### src/rtl/fetch_pkg.sv
////////////////////////////////////////
// fetch predictor package
// pc and branch types, table sizes and
// the packed structs passed between the
// fetch unit and its predictor tables
////////////////////////////////////////

`default_nettype none

package fetch_pkg;

    ////////////////////////////////////////
    // sizes

    localparam int PC_W        = 32;
    localparam int BTB_IDX_W   = 6;
    localparam int BTB_TAG_W   = 24;
    localparam int BTB_ENTRIES = 1 << BTB_IDX_W;
    localparam int PHT_IDX_W   = 8;
    localparam int PHT_ENTRIES = 1 << PHT_IDX_W;
    localparam int GHR_W       = 8;
    localparam int RAS_DEPTH   = 8;
    localparam int RAS_PTR_W   = 3;

    ////////////////////////////////////////
    // basic types

    typedef logic [PC_W-1:0]      pc_t;
    typedef logic [GHR_W-1:0]     ghr_t;
    typedef logic [RAS_PTR_W-1:0] ras_ptr_t;
    // one extra bit so a full stack is representable
    typedef logic [RAS_PTR_W:0]   ras_cnt_t;

    typedef enum logic [1:0] {
        BR_COND = 2'b00,
        BR_JUMP = 2'b01,
        BR_CALL = 2'b10,
        BR_RET  = 2'b11
    } br_type_t;

    ////////////////////////////////////////
    // structs

    // stored btb entry, a return ignores its target
    typedef struct packed {
        logic                 valid;
        logic [BTB_TAG_W-1:0] tag;
        br_type_t             br_type;
        pc_t                  target;
    } btb_entry_t;

    // training packet from execute
    typedef struct packed {
        pc_t      pc;
        pc_t      target;
        br_type_t br_type;
        logic     taken;
    } branch_update_t;

    // one emitted fetch
    typedef struct packed {
        pc_t  pc;
        pc_t  next_pc;
        logic pred_taken;
    } fetch_out_t;

endpackage

`default_nettype wire

### src/rtl/pht.sv
////////////////////////////////////////
// gshare pattern history table
// 256 two-bit counters indexed by pc xor
// global history, history shifts on update
////////////////////////////////////////

`timescale 1ns/1ps
`default_nettype none

module pht
    import fetch_pkg::*;
(
    input  logic           CLK,
    input  logic           reset,

    // read from REQ
    input  logic           read_valid,
    input  pc_t            read_pc,

    // prediction in RESP
    output logic           taken,

    // training from execute
    input  logic           update_valid,
    input  branch_update_t update
);

    ////////////////////////////////////////
    // counters and history

    logic [PHT_ENTRIES-1:0][1:0] ctr_q;
    ghr_t                        ghr_q;

    logic [PHT_IDX_W-1:0] read_idx;
    logic [PHT_IDX_W-1:0] upd_idx;
    logic [1:0]           upd_ctr;
    logic                 upd_cond;

    // gshare index, pc[9:2] xor history
    assign read_idx = read_pc[PHT_IDX_W+1:2] ^ ghr_q;
    assign upd_idx  = update.pc[PHT_IDX_W+1:2] ^ ghr_q;
    assign upd_ctr  = ctr_q[upd_idx];

    // only conditional branches train
    assign upd_cond = update_valid && (update.br_type == BR_COND);

    always_ff @(posedge CLK) begin
        if (reset) begin
            // weakly not taken everywhere
            ctr_q <= {PHT_ENTRIES{2'b01}};
            ghr_q <= '0;
        end else if (upd_cond) begin
            // saturate at 11 and 00
            if (update.taken && upd_ctr != 2'b11) begin
                ctr_q[upd_idx] <= upd_ctr + 2'd1;
            end else if (!update.taken && upd_ctr != 2'b00) begin
                ctr_q[upd_idx] <= upd_ctr - 2'd1;
            end
            // newest outcome enters at bit 0
            ghr_q <= {ghr_q[GHR_W-2:0], update.taken};
        end
    end

    ////////////////////////////////////////
    // read port

    // upper counter bit means 2 or more
    always_ff @(posedge CLK) begin
        if (read_valid) begin
            taken <= ctr_q[read_idx][1];
        end
    end

    // table only moves on a training packet
    a_ctr_stable: assert property (@(posedge CLK) disable iff (reset)
        !update_valid |=> $stable(ctr_q));

endmodule

`default_nettype wire

### config.mk
export PLATFORM = sky130hd
export DESIGN_NAME = pht
export DESIGN_NICKNAME = d
export VERILOG_FILES = /design/src/rtl/fetch_pkg.sv /design/src/rtl/pht.sv
export SDC_FILE = /design/constraint.sdc
export NUM_CORES = 2
export LEC_CHECK = 0
export CORE_MARGIN = 1
export CORE_UTILIZATION = 35
export CTS_CLUSTER_SIZE = 24
export DETAILED_ROUTE_END_ITERATION = 10
export DONT_BUFFER_PORTS = 1
export HOLD_SLACK_MARGIN = 0.02
export PLACE_DENSITY = 0.6
export SYNTH_ARGS = -nofsm -noshare
export SYNTH_HDL_FRONTEND = slang
export SYNTH_SLANG_ARGS = --single-unit
### constraint.sdc
create_clock -name CLK -period 5.1 [get_ports CLK]
set_input_delay 1.02 -clock CLK [delete_from_list [all_inputs] [get_ports CLK]]
set_output_delay 1.02 -clock CLK [all_outputs]
set_load 0.005 [all_outputs]
==> results.sh <==
export IMPL_fin_nets=3176
export IMPL_cts_tree="done"
export IMPL_clkTransAtPathRegs_ns=0.06
export IMPL_synth_seq_area_share_pct=39.97
export IMPL_highest_layer="met5"
export IMPL_drtIter0Drc=2898
export IMPL_place_hpwl_um=64200
export IMPL_yosysTopAreaCell="dfxtp_1"
export IMPL_outcome="finished, violations left"
export IMPL_grt_pass1_vias=22567
export IMPL_wl_met3_um=8194
export IMPL_drv_cap=0
export IMPL_root_buffer="clkbuf_16"
export IMPL_mostFrequentLayoutCells="dfxtp_1, nand2_1, buf_4"
export IMPL_ant_nets=0
export IMPL_syn2layout_area_growth_pct=19.61
export IMPL_tns_ns=0
export IMPL_total_power_mw=9.498
export IMPL_drc=4
export IMPL_synth_async_sr_flop_share_pct=0
export IMPL_clock_latency_ns=0.64
export IMPL_first_pass_iters=11
export IMPL_gp_congestion=0.9682
export IMPL_violations="DRC, slew limit"
export IMPL_die_x_um=275.2
export IMPL_hp_class="register to register"
export IMPL_rsz0062_at_grt="false"
export IMPL_ys_top_cells_by_area="dfxtp_1, mux4_2, mux2i_1"
export IMPL_crit_type="register to register"
export IMPL_portBuffers=0
export IMPL_post_dp_cell_area_um2=29230
export IMPL_post_cts_setup_buffers=0
export IMPL_worstSetupEndpointType="register"
export IMPL_drv_slew=212
export IMPL_drt_vias_per_instance=5.965
export IMPL_dr_wl_met2_um=42070
export IMPL_die_h_um=275.2
export IMPL_setup_violations_final=0
export IMPL_fmax_ghz=0.2041
export IMPL_routedWlPerCell_um=23.07
export IMPL_antenna_found_initial=2
export IMPL_worst_ep_arrival_time_ns=5.40
export IMPL_final_period_utilization_pct=96.09
export IMPL_final_cells=4077
export IMPL_cp_max_fo=11
export IMPL_synth_edf_count=1
export IMPL_grt_max_degree=498
export IMPL_hold_buffers=0
export IMPL_clkSinkCount=521
export IMPL_rows=99
export IMPL_grtUsageTotal_pct=24.56
export IMPL_ys_warn_count=0
export IMPL_io_pins=104
export IMPL_ctsHtreeMaxLevel=2
export IMPL_fin_worst_hold_slack_ns=0.4598
export IMPL_post_place_ws_ns=-0.4537
export IMPL_fin_util_pct=42.53
export IMPL_crit_path_start_kind="register"
export IMPL_postLayoutCellArea_um2=31240
export IMPL_grt_overflow=0
export IMPL_ys_types=59
export IMPL_initial_utilization_pct=35.56
export IMPL_fill_cells=7121
export IMPL_synthCells=2948
export IMPL_synthFlopType="dfxtp_1"
export IMPL_ir_drop_mv=0.2640
export IMPL_syn_num_nets=3053
export IMPL_coreArea_um2=73450
export IMPL_clockBufferDepth=3
export IMPL_fin_worst_skew_ns=0.03067
export IMPL_synth_area_um2=26120
export IMPL_power_density_nw_per_um2=304.0
export IMPL_synth_seq_cells=521
export IMPL_wl_um=94060
export IMPL_drive_above_1_share_pct=19.15
export IMPL_cts_resized_gates=0
export IMPL_drt_met1_wl_um=39920
export IMPL_final_common_cell="dfxtp_1"
export IMPL_seqCellArea_um2=10440
export IMPL_syn_area_per_cell_um2=8.860
export IMPL_postLayoutSetupSlackWorst_ns=0.1994
export IMPL_place_inst=3972
export IMPL_leakagePower_nw=10.41
export IMPL_post_route_min_period_ns=4.901
export IMPL_critical_path_required_ns=5.60
export IMPL_report_final_hold_viol_count=0
export IMPL_max_slew_margin_rel_pct=-31.65
export IMPL_fp_dieArea_um2=75720
export IMPL_tightestPinTransition_ns=1.975
export IMPL_cts_buffers=56
export IMPL_ff2ff_setup_slack_ns=0.20
export IMPL_yosys_area_top_type_share_pct=39.86
export IMPL_grt_pass1_wl_um=142400
export IMPL_vias=24318
export IMPL_multi_input_area_um2=14470
==> cell type report <==
cell class              count  share of cell area, %
well taps                 959                  3.841
clock buffers              86                  5.651
diodes                      1               0.008010
flip-flops and latches    521                  33.42
multi-input cells        2137                  46.33
clock inverters            18                 0.7009
inverters                   1                0.02002
repair buffers            354                  10.03
==> cells in the mapped netlist (28+ instances only) <==
| master | instances |
|---|---|
| nand4_1 | 29 |
| mux4_2 | 99 |
| mux4_1 | 44 |
| clkbuf_1 | 197 |
| o21ai_0 | 190 |
| a31oi_1 | 115 |
| buf_2 | 55 |
| dfxtp_1 | 520 |
| nand3_1 | 169 |
| nor3_1 | 144 |
| a21oi_1 | 292 |
| a211oi_1 | 28 |
| o22ai_1 | 45 |
| nor2_1 | 246 |
| nand2_1 | 398 |
| mux2i_1 | 155 |
==> routing by layer <==
metal  up-vias  global-route usage [%]
met4         4                   10.00
met2      1095                   37.83
met5         -                       0
met3       227                   4.975
li1      11187                       -
met1     11805                   33.46
==> worst paths after layout <==
kind                              start       end  cells past startpoint
setup / recovery  ghr_q[2]$_SDFFE_PP0P_  register                     18
setup reg to reg  ghr_q[2]$_SDFFE_PP0P_  register                     18
hold reg to reg                register  register                      1
hold / removal                 register  register                      1
==> worst max-delay path, cell delays in order (launching register included) <==
cell	delay (ns)
dfxtp_1	0.42
xnor2_2	0.53
buf_4	0.37
nand3_1	0.11
o22a_1	0.21
nand4_1	0.18
nand4_1	0.12
or4_1	0.56
or3b_1	0.43
ha_1	0.19
nor2_1	0.08
o21ai_1	0.07
buf_4	0.18
or3_1	0.40
nor2_1	0.27
buf_4	0.24
nand2_1	0.12
a21oi_1	0.15
o21ai_0	0.13
==> power by group <==
group | internal [mW] | leakage (nW) | switching [mW]
Sequential | 4.07 | 4.21 | 0.00207
Combinational | 0.351 | 5.22 | 0.711
Clock | 2.58 | 0.977 | 1.78
Total | 7.01 | 10.4 | 2.49
==> cell families (layout without fill, tap and decap cells) <==
kind of cell | after synthesis | in the layout | share of synthesized area, %
flops | 521 | 521 | 39.97
xor+xnor | 30 | 30 | 1.107
buf+inv | 290 | 459 | 5.423
mux | 298 | 298 | 18.90
simple gates | 1028 | 1028 | 17.14
other cells | 0 | 1 | 0
fa+ha+maj | 2 | 2 | 0.09579
compound gates | 779 | 779 | 17.36
(Power assumes the default switching activity.)
