`src/rtl/fetch_pkg.sv`:
```
////////////////////////////////////////
// fetch predictor package
// pc and branch types, table sizes and
// the packed structs passed between the
// fetch unit and its predictor tables
////////////////////////////////////////

`default_nettype none

package fetch_pkg;

    ////////////////////////////////////////
    // sizes

    localparam int PC_W        = 32;
    localparam int BTB_IDX_W   = 6;
    localparam int BTB_TAG_W   = 24;
    localparam int BTB_ENTRIES = 1 << BTB_IDX_W;
    localparam int PHT_IDX_W   = 8;
    localparam int PHT_ENTRIES = 1 << PHT_IDX_W;
    localparam int GHR_W       = 8;
    localparam int RAS_DEPTH   = 8;
    localparam int RAS_PTR_W   = 3;

    ////////////////////////////////////////
    // basic types

    typedef logic [PC_W-1:0]      pc_t;
    typedef logic [GHR_W-1:0]     ghr_t;
    typedef logic [RAS_PTR_W-1:0] ras_ptr_t;
    // one extra bit so a full stack is representable
    typedef logic [RAS_PTR_W:0]   ras_cnt_t;

    typedef enum logic [1:0] {
        BR_COND = 2'b00,
        BR_JUMP = 2'b01,
        BR_CALL = 2'b10,
        BR_RET  = 2'b11
    } br_type_t;

    ////////////////////////////////////////
    // structs

    // stored btb entry, a return ignores its target
    typedef struct packed {
        logic                 valid;
        logic [BTB_TAG_W-1:0] tag;
        br_type_t             br_type;
        pc_t                  target;
    } btb_entry_t;

    // training packet from execute
    typedef struct packed {
        pc_t      pc;
        pc_t      target;
        br_type_t br_type;
        logic     taken;
    } branch_update_t;

    // one emitted fetch
    typedef struct packed {
        pc_t  pc;
        pc_t  next_pc;
        logic pred_taken;
    } fetch_out_t;

endpackage

`default_nettype wire

```
`src/rtl/ras.sv`:
```
////////////////////////////////////////
// return address stack
// 8-entry circular stack, newest push
// overwrites the oldest when full
////////////////////////////////////////

`timescale 1ns/1ps
`default_nettype none

module ras
    import fetch_pkg::*;
(
    input  logic CLK,
    input  logic reset,

    // from RESP
    input  logic push_valid,
    input  pc_t  push_pc,
    input  logic pop_valid,

    // combinational top of stack
    output pc_t  top_pc,
    output logic empty
);

    ////////////////////////////////////////
    // state

    pc_t      stack [RAS_DEPTH];
    ras_ptr_t top_q;
    ras_cnt_t count_q;

    ras_ptr_t push_ptr;
    ras_ptr_t pop_ptr;
    logic     full;

    // pointers wrap at the stack depth
    assign push_ptr = top_q + 1'b1;
    assign pop_ptr  = top_q - 1'b1;
    assign full     = (count_q == ras_cnt_t'(RAS_DEPTH));

    always_ff @(posedge CLK) begin
        if (reset) begin
            top_q   <= '0;
            count_q <= '0;
        end else if (push_valid) begin
            top_q <= push_ptr;
            // count holds at 8 on overflow
            if (!full) begin
                count_q <= count_q + 1'b1;
            end
        end else if (pop_valid) begin
            top_q   <= pop_ptr;
            count_q <= count_q - 1'b1;
        end
    end

    // entry storage
    always_ff @(posedge CLK) begin
        if (push_valid) begin
            stack[push_ptr] <= push_pc;
        end
    end

    assign top_pc = stack[top_q];
    assign empty  = (count_q == '0);

    ////////////////////////////////////////
    // checks

    // one instruction is either call or return
    a_no_push_pop: assert property (@(posedge CLK) disable iff (reset)
        !(push_valid && pop_valid));

    // fetch gates pop by empty
    a_no_pop_empty: assert property (@(posedge CLK) disable iff (reset)
        pop_valid |-> !empty);

endmodule

`default_nettype wire

```
`config.mk`:
```
export PLATFORM = sky130hd
export DESIGN_NAME = ras
export DESIGN_NICKNAME = d
export VERILOG_FILES = /design/src/rtl/fetch_pkg.sv /design/src/rtl/ras.sv
export SDC_FILE = /design/constraint.sdc
export NUM_CORES = 1
export LEC_CHECK = 0
export BUFFER_PORTS_ARGS = -buffer_cell sky130_fd_sc_hd__buf_4
export CORE_UTILIZATION = 55
export CTS_CLUSTER_DIAMETER = 120
export DETAILED_ROUTE_END_ITERATION = 8
export HOLD_SLACK_MARGIN = 0.05
export PLACE_DENSITY = 0.74
export SLEW_MARGIN = 10
export SYNTH_ARGS = -nofsm -noshare
export SYNTH_HDL_FRONTEND = slang
export SYNTH_SLANG_ARGS = --single-unit
export TNS_END_PERCENT = 10
```
`constraint.sdc`:
```
create_clock -name CLK -period 10.86 [get_ports CLK]
set_input_delay 0.543 -clock CLK [delete_from_list [all_inputs] [get_ports CLK]]
set_output_delay 0.543 -clock CLK [all_outputs]
set_load 0.1 [all_outputs]
```
==> results of run 1 <==
metrics by stage:
stage	hold WS (ns)	cell area, µm²	util, %	setup WS [ns]	cells
floorplan	0.484	10300	-	7.03	433
global placement	0.510	11100	61.1	7.86	720
detailed placement	0.514	11100	61.1	7.87	720
CTS	0.214	11900	65.6	7.28	768
global route	0.226	11900	65.6	7.22	768
finish	0.240	11900	65.6	7.36	768
power by group:
part / switching [mW] / internal, mW / leakage, nW
Combinational: 0.326 / 0.134 / 1.15
Clock: 0.357 / 0.500 / 0.407
Sequential: 0.0218 / 1.18 / 2.41
synthesized netlist by cell type:
cell type | count | area [µm²]
a211oi_1 | 2 | 15.0
a21o_1 | 1 | 7.51
a21oi_1 | 3 | 15.0
a22oi_1 | 1 | 7.51
a31oi_1 | 1 | 6.26
buf_1 | 3 | 11.3
buf_2 | 7 | 35.0
buf_6 | 7 | 78.8
clkbuf_1 | 3 | 11.3
dfxtp_1 | 10 | 200
edfxtp_1 | 256 | 7690
fa_1 | 1 | 20.0
ha_1 | 4 | 50.1
inv_1 | 3 | 11.3
mux2_2 | 32 | 360
mux4_1 | 40 | 1050
mux4_2 | 24 | 541
nand2_1 | 8 | 30.0
nor2_1 | 11 | 41.3
nor3_1 | 6 | 30.0
nor4_1 | 1 | 6.26
o21ai_0 | 1 | 5.00
xnor2_1 | 5 | 43.8
xor2_1 | 3 | 26.3
path summary, 6_finish.rpt:
path / cells after the start / to / slack [ns]
worst min register to register: 2 / count_q[1] / 0.53
worst max-delay path: 4 / top_pc[8] / 7.36
worst min-delay path: 2 / count_q[0] / 0.24
worst max register to register: 4 / stack[1][6] / 8.37
cell families (layout without fill, tap and decap cells):
kind of cell,after synthesis,in the layout
multiplexers,96,96
AO/OA/AOI/OAI,9,9
buffers and inverters,23,129
flip-flops,266,266
adder cells (fa/ha/maj),5,5
AND/OR/NAND/NOR,26,26
XOR/XNOR,8,8
critical path, cell delays in order, from the launching register on:
cell and delay (ns):
dfxtp_4 0.33, buf_4 0.83, mux4_1 0.70, mux2_2 0.28, buf_4 0.23
cells in the final DEF, fill, tap and decap left out:
cell,synthesis,layout
edfxtp_1,256,256
buf_4,0,78
mux4_1,40,40
mux2_2,32,32
clkbuf_16,0,27
mux4_2,24,24
nand2_1,8,8
nor2_1,11,7
clkinv_2,0,7
dfxtp_1,10,7
clkinv_1,0,6
xnor2_1,5,5
nor2_4,0,4
nor3_2,0,4
ha_1,4,4
clkbuf_1,3,4
inv_1,3,3
xor2_1,3,3
a21oi_1,3,3
nor3_1,6,2
a211oi_1,2,2
dfxtp_2,0,2
bufinv_16,0,2
nor4_1,1,1
a31oi_1,1,1
a22oi_1,1,1
o21ai_0,1,1
a21o_1,1,1
fa_1,1,1
dfxtp_4,0,1
clkinv_4,0,1
clkinvlp_4,0,1
per-layer routing:
metal | GRT usage (%) | part of all wire (%)
met5 | 0 | 0
met4 | 6.43 | 2.2
met3 | 3.14 | 6.0
met2 | 32.6 | 51
met1 | 27.9 | 41
sequential cells by signal (all words and copies together), names as in the netlist, named ones only:
| signal | flops |
|---|---|
| top_q | 3 |
| count_q | 4 |
| stack | 256 |
layout make-up:
cell class / count / area (µm²)
tap: 229 / 287
sequential: 266 / 7890
clock buffer: 31 / 691
fill: 1140 / 6240
multi-input combinational: 144 / 2310
clock inverter: 17 / 134
inverter: 3 / 11.3
timing repair buffer: 78 / 586
==> out/metrics.cfg, run 1 <==
[timing]
drv_slew=0
fin_crit_ns=3.50
finalSetupTns_ns=0
setup_violations=0
finalCritPeriodShare_pct=32.2
skew_ns=0.0109
worst_pin_slew_ns=1.14
grt_setup_unrepaired=no
finalHoldViolations=0
max_clock_freq_mhz=286
slew_headroom_pct=24.1

[drt]
drt-initial-drc-count=258
num_vias=4535
vias_per_cell=5.90
drc=6
wl_mm=18.1
routedWlPerCell_um=23.6
drtPass1Iterations=6
antenna_left=0

[clock_network]
cts_buffers=26
cts_sinks=266
cts_tree=built
htree_levels=1
postCtsSetupBuffers=0
clk_path_buf_depth=3
clk_latency_ns=0.52
cts_resized=0
postCtsHoldBufs=0
cts-root-buf=clkbuf_16
clkSlewWorstSetupHoldPaths_ns=0.06

[status]
violations=design-rule violations
status=complete, but fails checks

[synth]
synthMuxAreaShare_pct=19.0
synth_top_family_by_area=multiplexers
synthAdderAreaFrac_pct=0.681
synth-compound-area-share_pct=0.547
syn_nets=474
synth_simple_gate_area_share_pct=1.05
synth-seq-cells=266
synthesis.area_mm2=0.0103
synthXorXnorAreaFrac_pct=0.681
syn_inst=433
yosys_warnings=0
synth.distinct_cells=24
avgSynthCellArea_um2=23.8
yosysSeqAreaShare_pct=76.6

[placement]
io_buffer_count=68
gp_congestion=0.718
hpwl_mm=9.67

[flow_run]
cap_viol_max_count=0

[cells_and_area]
area_growth_pct=15.7
final_nets=560
drive_gt1_share_pct=34.0
num_antenna_cells=0

[hold_path]
min_path_type=primary input to register
hp-start=reset

[global_routing]
grt_pass1_vias=4850
grt_util_all_layers_pct=19.9
grt_first_pass_wirelength_mm=28.5
antenna_found_initial=0
grt_max_degree=65
overflow=0

[floorplan]
die_w_um=139
die-area_mm2=0.0193
core_mm2=0.0181
io_pins=69
initial_core_util_pct=56.7
die_y_um=139
rows=49

[power]
finalPower_mw=2.52
ir_drop_v=0.000157
p_leak_nw=3.97
p_per_area_mw_per_mm2=212

[critical_path]
cp.arrival_ns=2.96
crit_required_ns=10.32
endpoint_kind=output pin
startpoint_type=register
worstSetupPathType=register to output pin
worst-path-max-fanout=64
timing.rr.start=top_q[0]

No activity file was read; power rests on OpenSTA's default activity.
==> run 2, diff against run 1 <==
==> constraint.sdc (replaced) <==
create_clock -name CLK -period 3.25 [get_ports CLK]
set_input_delay 0.1625 -clock CLK [delete_from_list [all_inputs] [get_ports CLK]]
set_output_delay 0.1625 -clock CLK [all_outputs]
set_load 0.1 [all_outputs]
==> out/metrics.cfg, run 2 (synthesis gave the netlist of run 1 again) <==
[critical_path]
reg2reg_depth=5
timing.rr.start=top_q[0]
crit_family=multiplexers
startpoint_type=register
cpMostUsedCell=buf_4
worst-path-max-fanout=21
r2r_slack_ns=1.04
cp.arrival_ns=2.63
cp_slowest_cell=dfxtp_4
endpoint_kind=output pin
crit_cells=4
r2r-end=stack[6][20]
crit_required_ns=3.09
worstSetupPathType=register to output pin
slowest_delay_ns=0.61
crit_buf_inv=2
crit_path_cell_trace=buf_4, mux4_1, mux2_2, buf_4

[cells_and_area]
final_nets=600
drive_gt1_share_pct=32.1
mostFrequentLayoutCell=edfxtp_1
final_cell_mix=256 x edfxtp_1, 77 x buf_4, 40 x mux4_1, 36 x dlygate4sd3_1, 32 x mux2_2
final_util_pct=68.3
area_growth_pct=20.4
biggestRegsByFlops=stack (256), count_q (4), top_q (3)
largest_reg_flops=256
regMostFlops=stack
num_antenna_cells=0
final_area_mm2=0.0124

[global_routing]
antenna_found_initial=0
gr-usage-met2_pct=33.7
use_met1_pct=27.1
grtUsageMet3_pct=3.04
grt_pass1_vias=5027
grt-busiest-layer=met2
grt_max_degree=33
overflow=0
grt_util_all_layers_pct=19.8
grt_first_pass_wirelength_mm=28.6

[placement]
hpwl_mm=10.3
gp_congestion=0.715
dp_slack_ns=0.987
io_buffer_count=68
dpl_cell_area_mm2=0.0112

[hold_path]
min_delay_worst_endpoint=stack[4][28]
hold_depth=2
hp-start=push_pc[28]
min_path_type=primary input to register

[drt]
drt-initial-drc-count=400
num_vias=4733
antenna_left=0
vias_per_cell=5.86
routedWlPerCell_um=23.0
drc=6
wl_mm=18.6
drtPass1Iterations=8

[timing]
fin_crit_ns=2.79
slew_headroom_pct=59.4
worst_slack_ns=0.456
finalHoldViolations=0
setup_violations=0
drv_slew=0
max_clock_freq_mhz=358
finalCritPeriodShare_pct=86.0
whs_ns=0.421
worst_pin_slew_ns=0.608
grt_setup_unrepaired=no
skew_ns=0.00896

[clock_network]
cts_buffers=26
cts_sinks=266
cts_resized=0
clk_path_buf_depth=3
cts_tree=built
postCtsSetupBuffers=0
htree_levels=1
cts-root-buf=clkbuf_16
clk_latency_ns=0.51
clkSlewWorstSetupHoldPaths_ns=0.06

[floorplan]
die_w_um=139
io_pins=69
initial_core_util_pct=56.7
rows=49
core_mm2=0.0181
die-area_mm2=0.0193
die_y_um=139

[flow_run]
cap_viol_max_count=0

[power]
finalPower_mw=8.58
p_per_area_mw_per_mm2=693
ir_drop_v=0.000532
p_leak_nw=4.16

[status]
status=complete, but fails checks
violations=design-rule violations

[run 2: cell count changes in the layout (fill, tap and decap cells not counted), sizes merged]
cell and delta:
buf +4, bufinv +1, clkbuf +3, clkinv -5
clkinvlp +1, dlygate4sd3 +36
[run 2: worst max path at each step]
stage	endpoint
after floorplan	stack[4][0]
after global placement	top_pc[6]
after detailed placement	top_pc[26]
after CTS	top_pc[26]
after global routing	top_pc[26]
final	top_pc[26]
[run 2: cell type report]
class,count,area (µm²)
flip-flops and latches,266,7890
clock inverters,14,149
clock buffers,34,702
fillers,1130,5760
repair buffers,118,1040
multi-input cells,144,2310
inverters,3,11.3
well taps,229,287
[run 2: metrics by stage]
| stage | instances | setup TNS [ns] |
|---|---|---|
| final | 808 | 0 |
| after global routing | 808 | 0 |
| after CTS | 808 | 0 |
| after detailed placement | 724 | 0 |
| after global placement | 724 | 0 |
| after floorplan | 433 | -42.31 |
[run 2: power breakdown]
part           internal (mW)  switching, mW  leakage (nW)  total, mW
clock                   1.76           1.19         0.410       2.95
combinational          0.495           1.10          1.34       1.59
sequential              3.95         0.0861          2.41       4.04
[run 2: worst reg2reg max path, stage by stage (launching register included)]
cell,delay (ns)
dfxtp_1,0.35
inv_1,0.08
ha_1,0.47
nand2_1,0.22
nor2_4,0.23
buf_4,0.47
[run 2: what timing repair did]
| item | 4_1_cts | 5_1_grt |
|---|---|---|
| hold endpoints to repair | 266 | 0 |
| setup endpoints to repair | 0 | 0 |
| hold buffers | 36 | 0 |
[run 2: metal layers]
| metal | up-vias | wire length, µm |
|---|---|---|
| met3 | 19 | 761 |
| met1 | 2490 | 8020 |
| met5 | - | 0 |
| met2 | 117 | 9540 |
| li1 | 2107 | - |
| met4 | 0 | 240 |
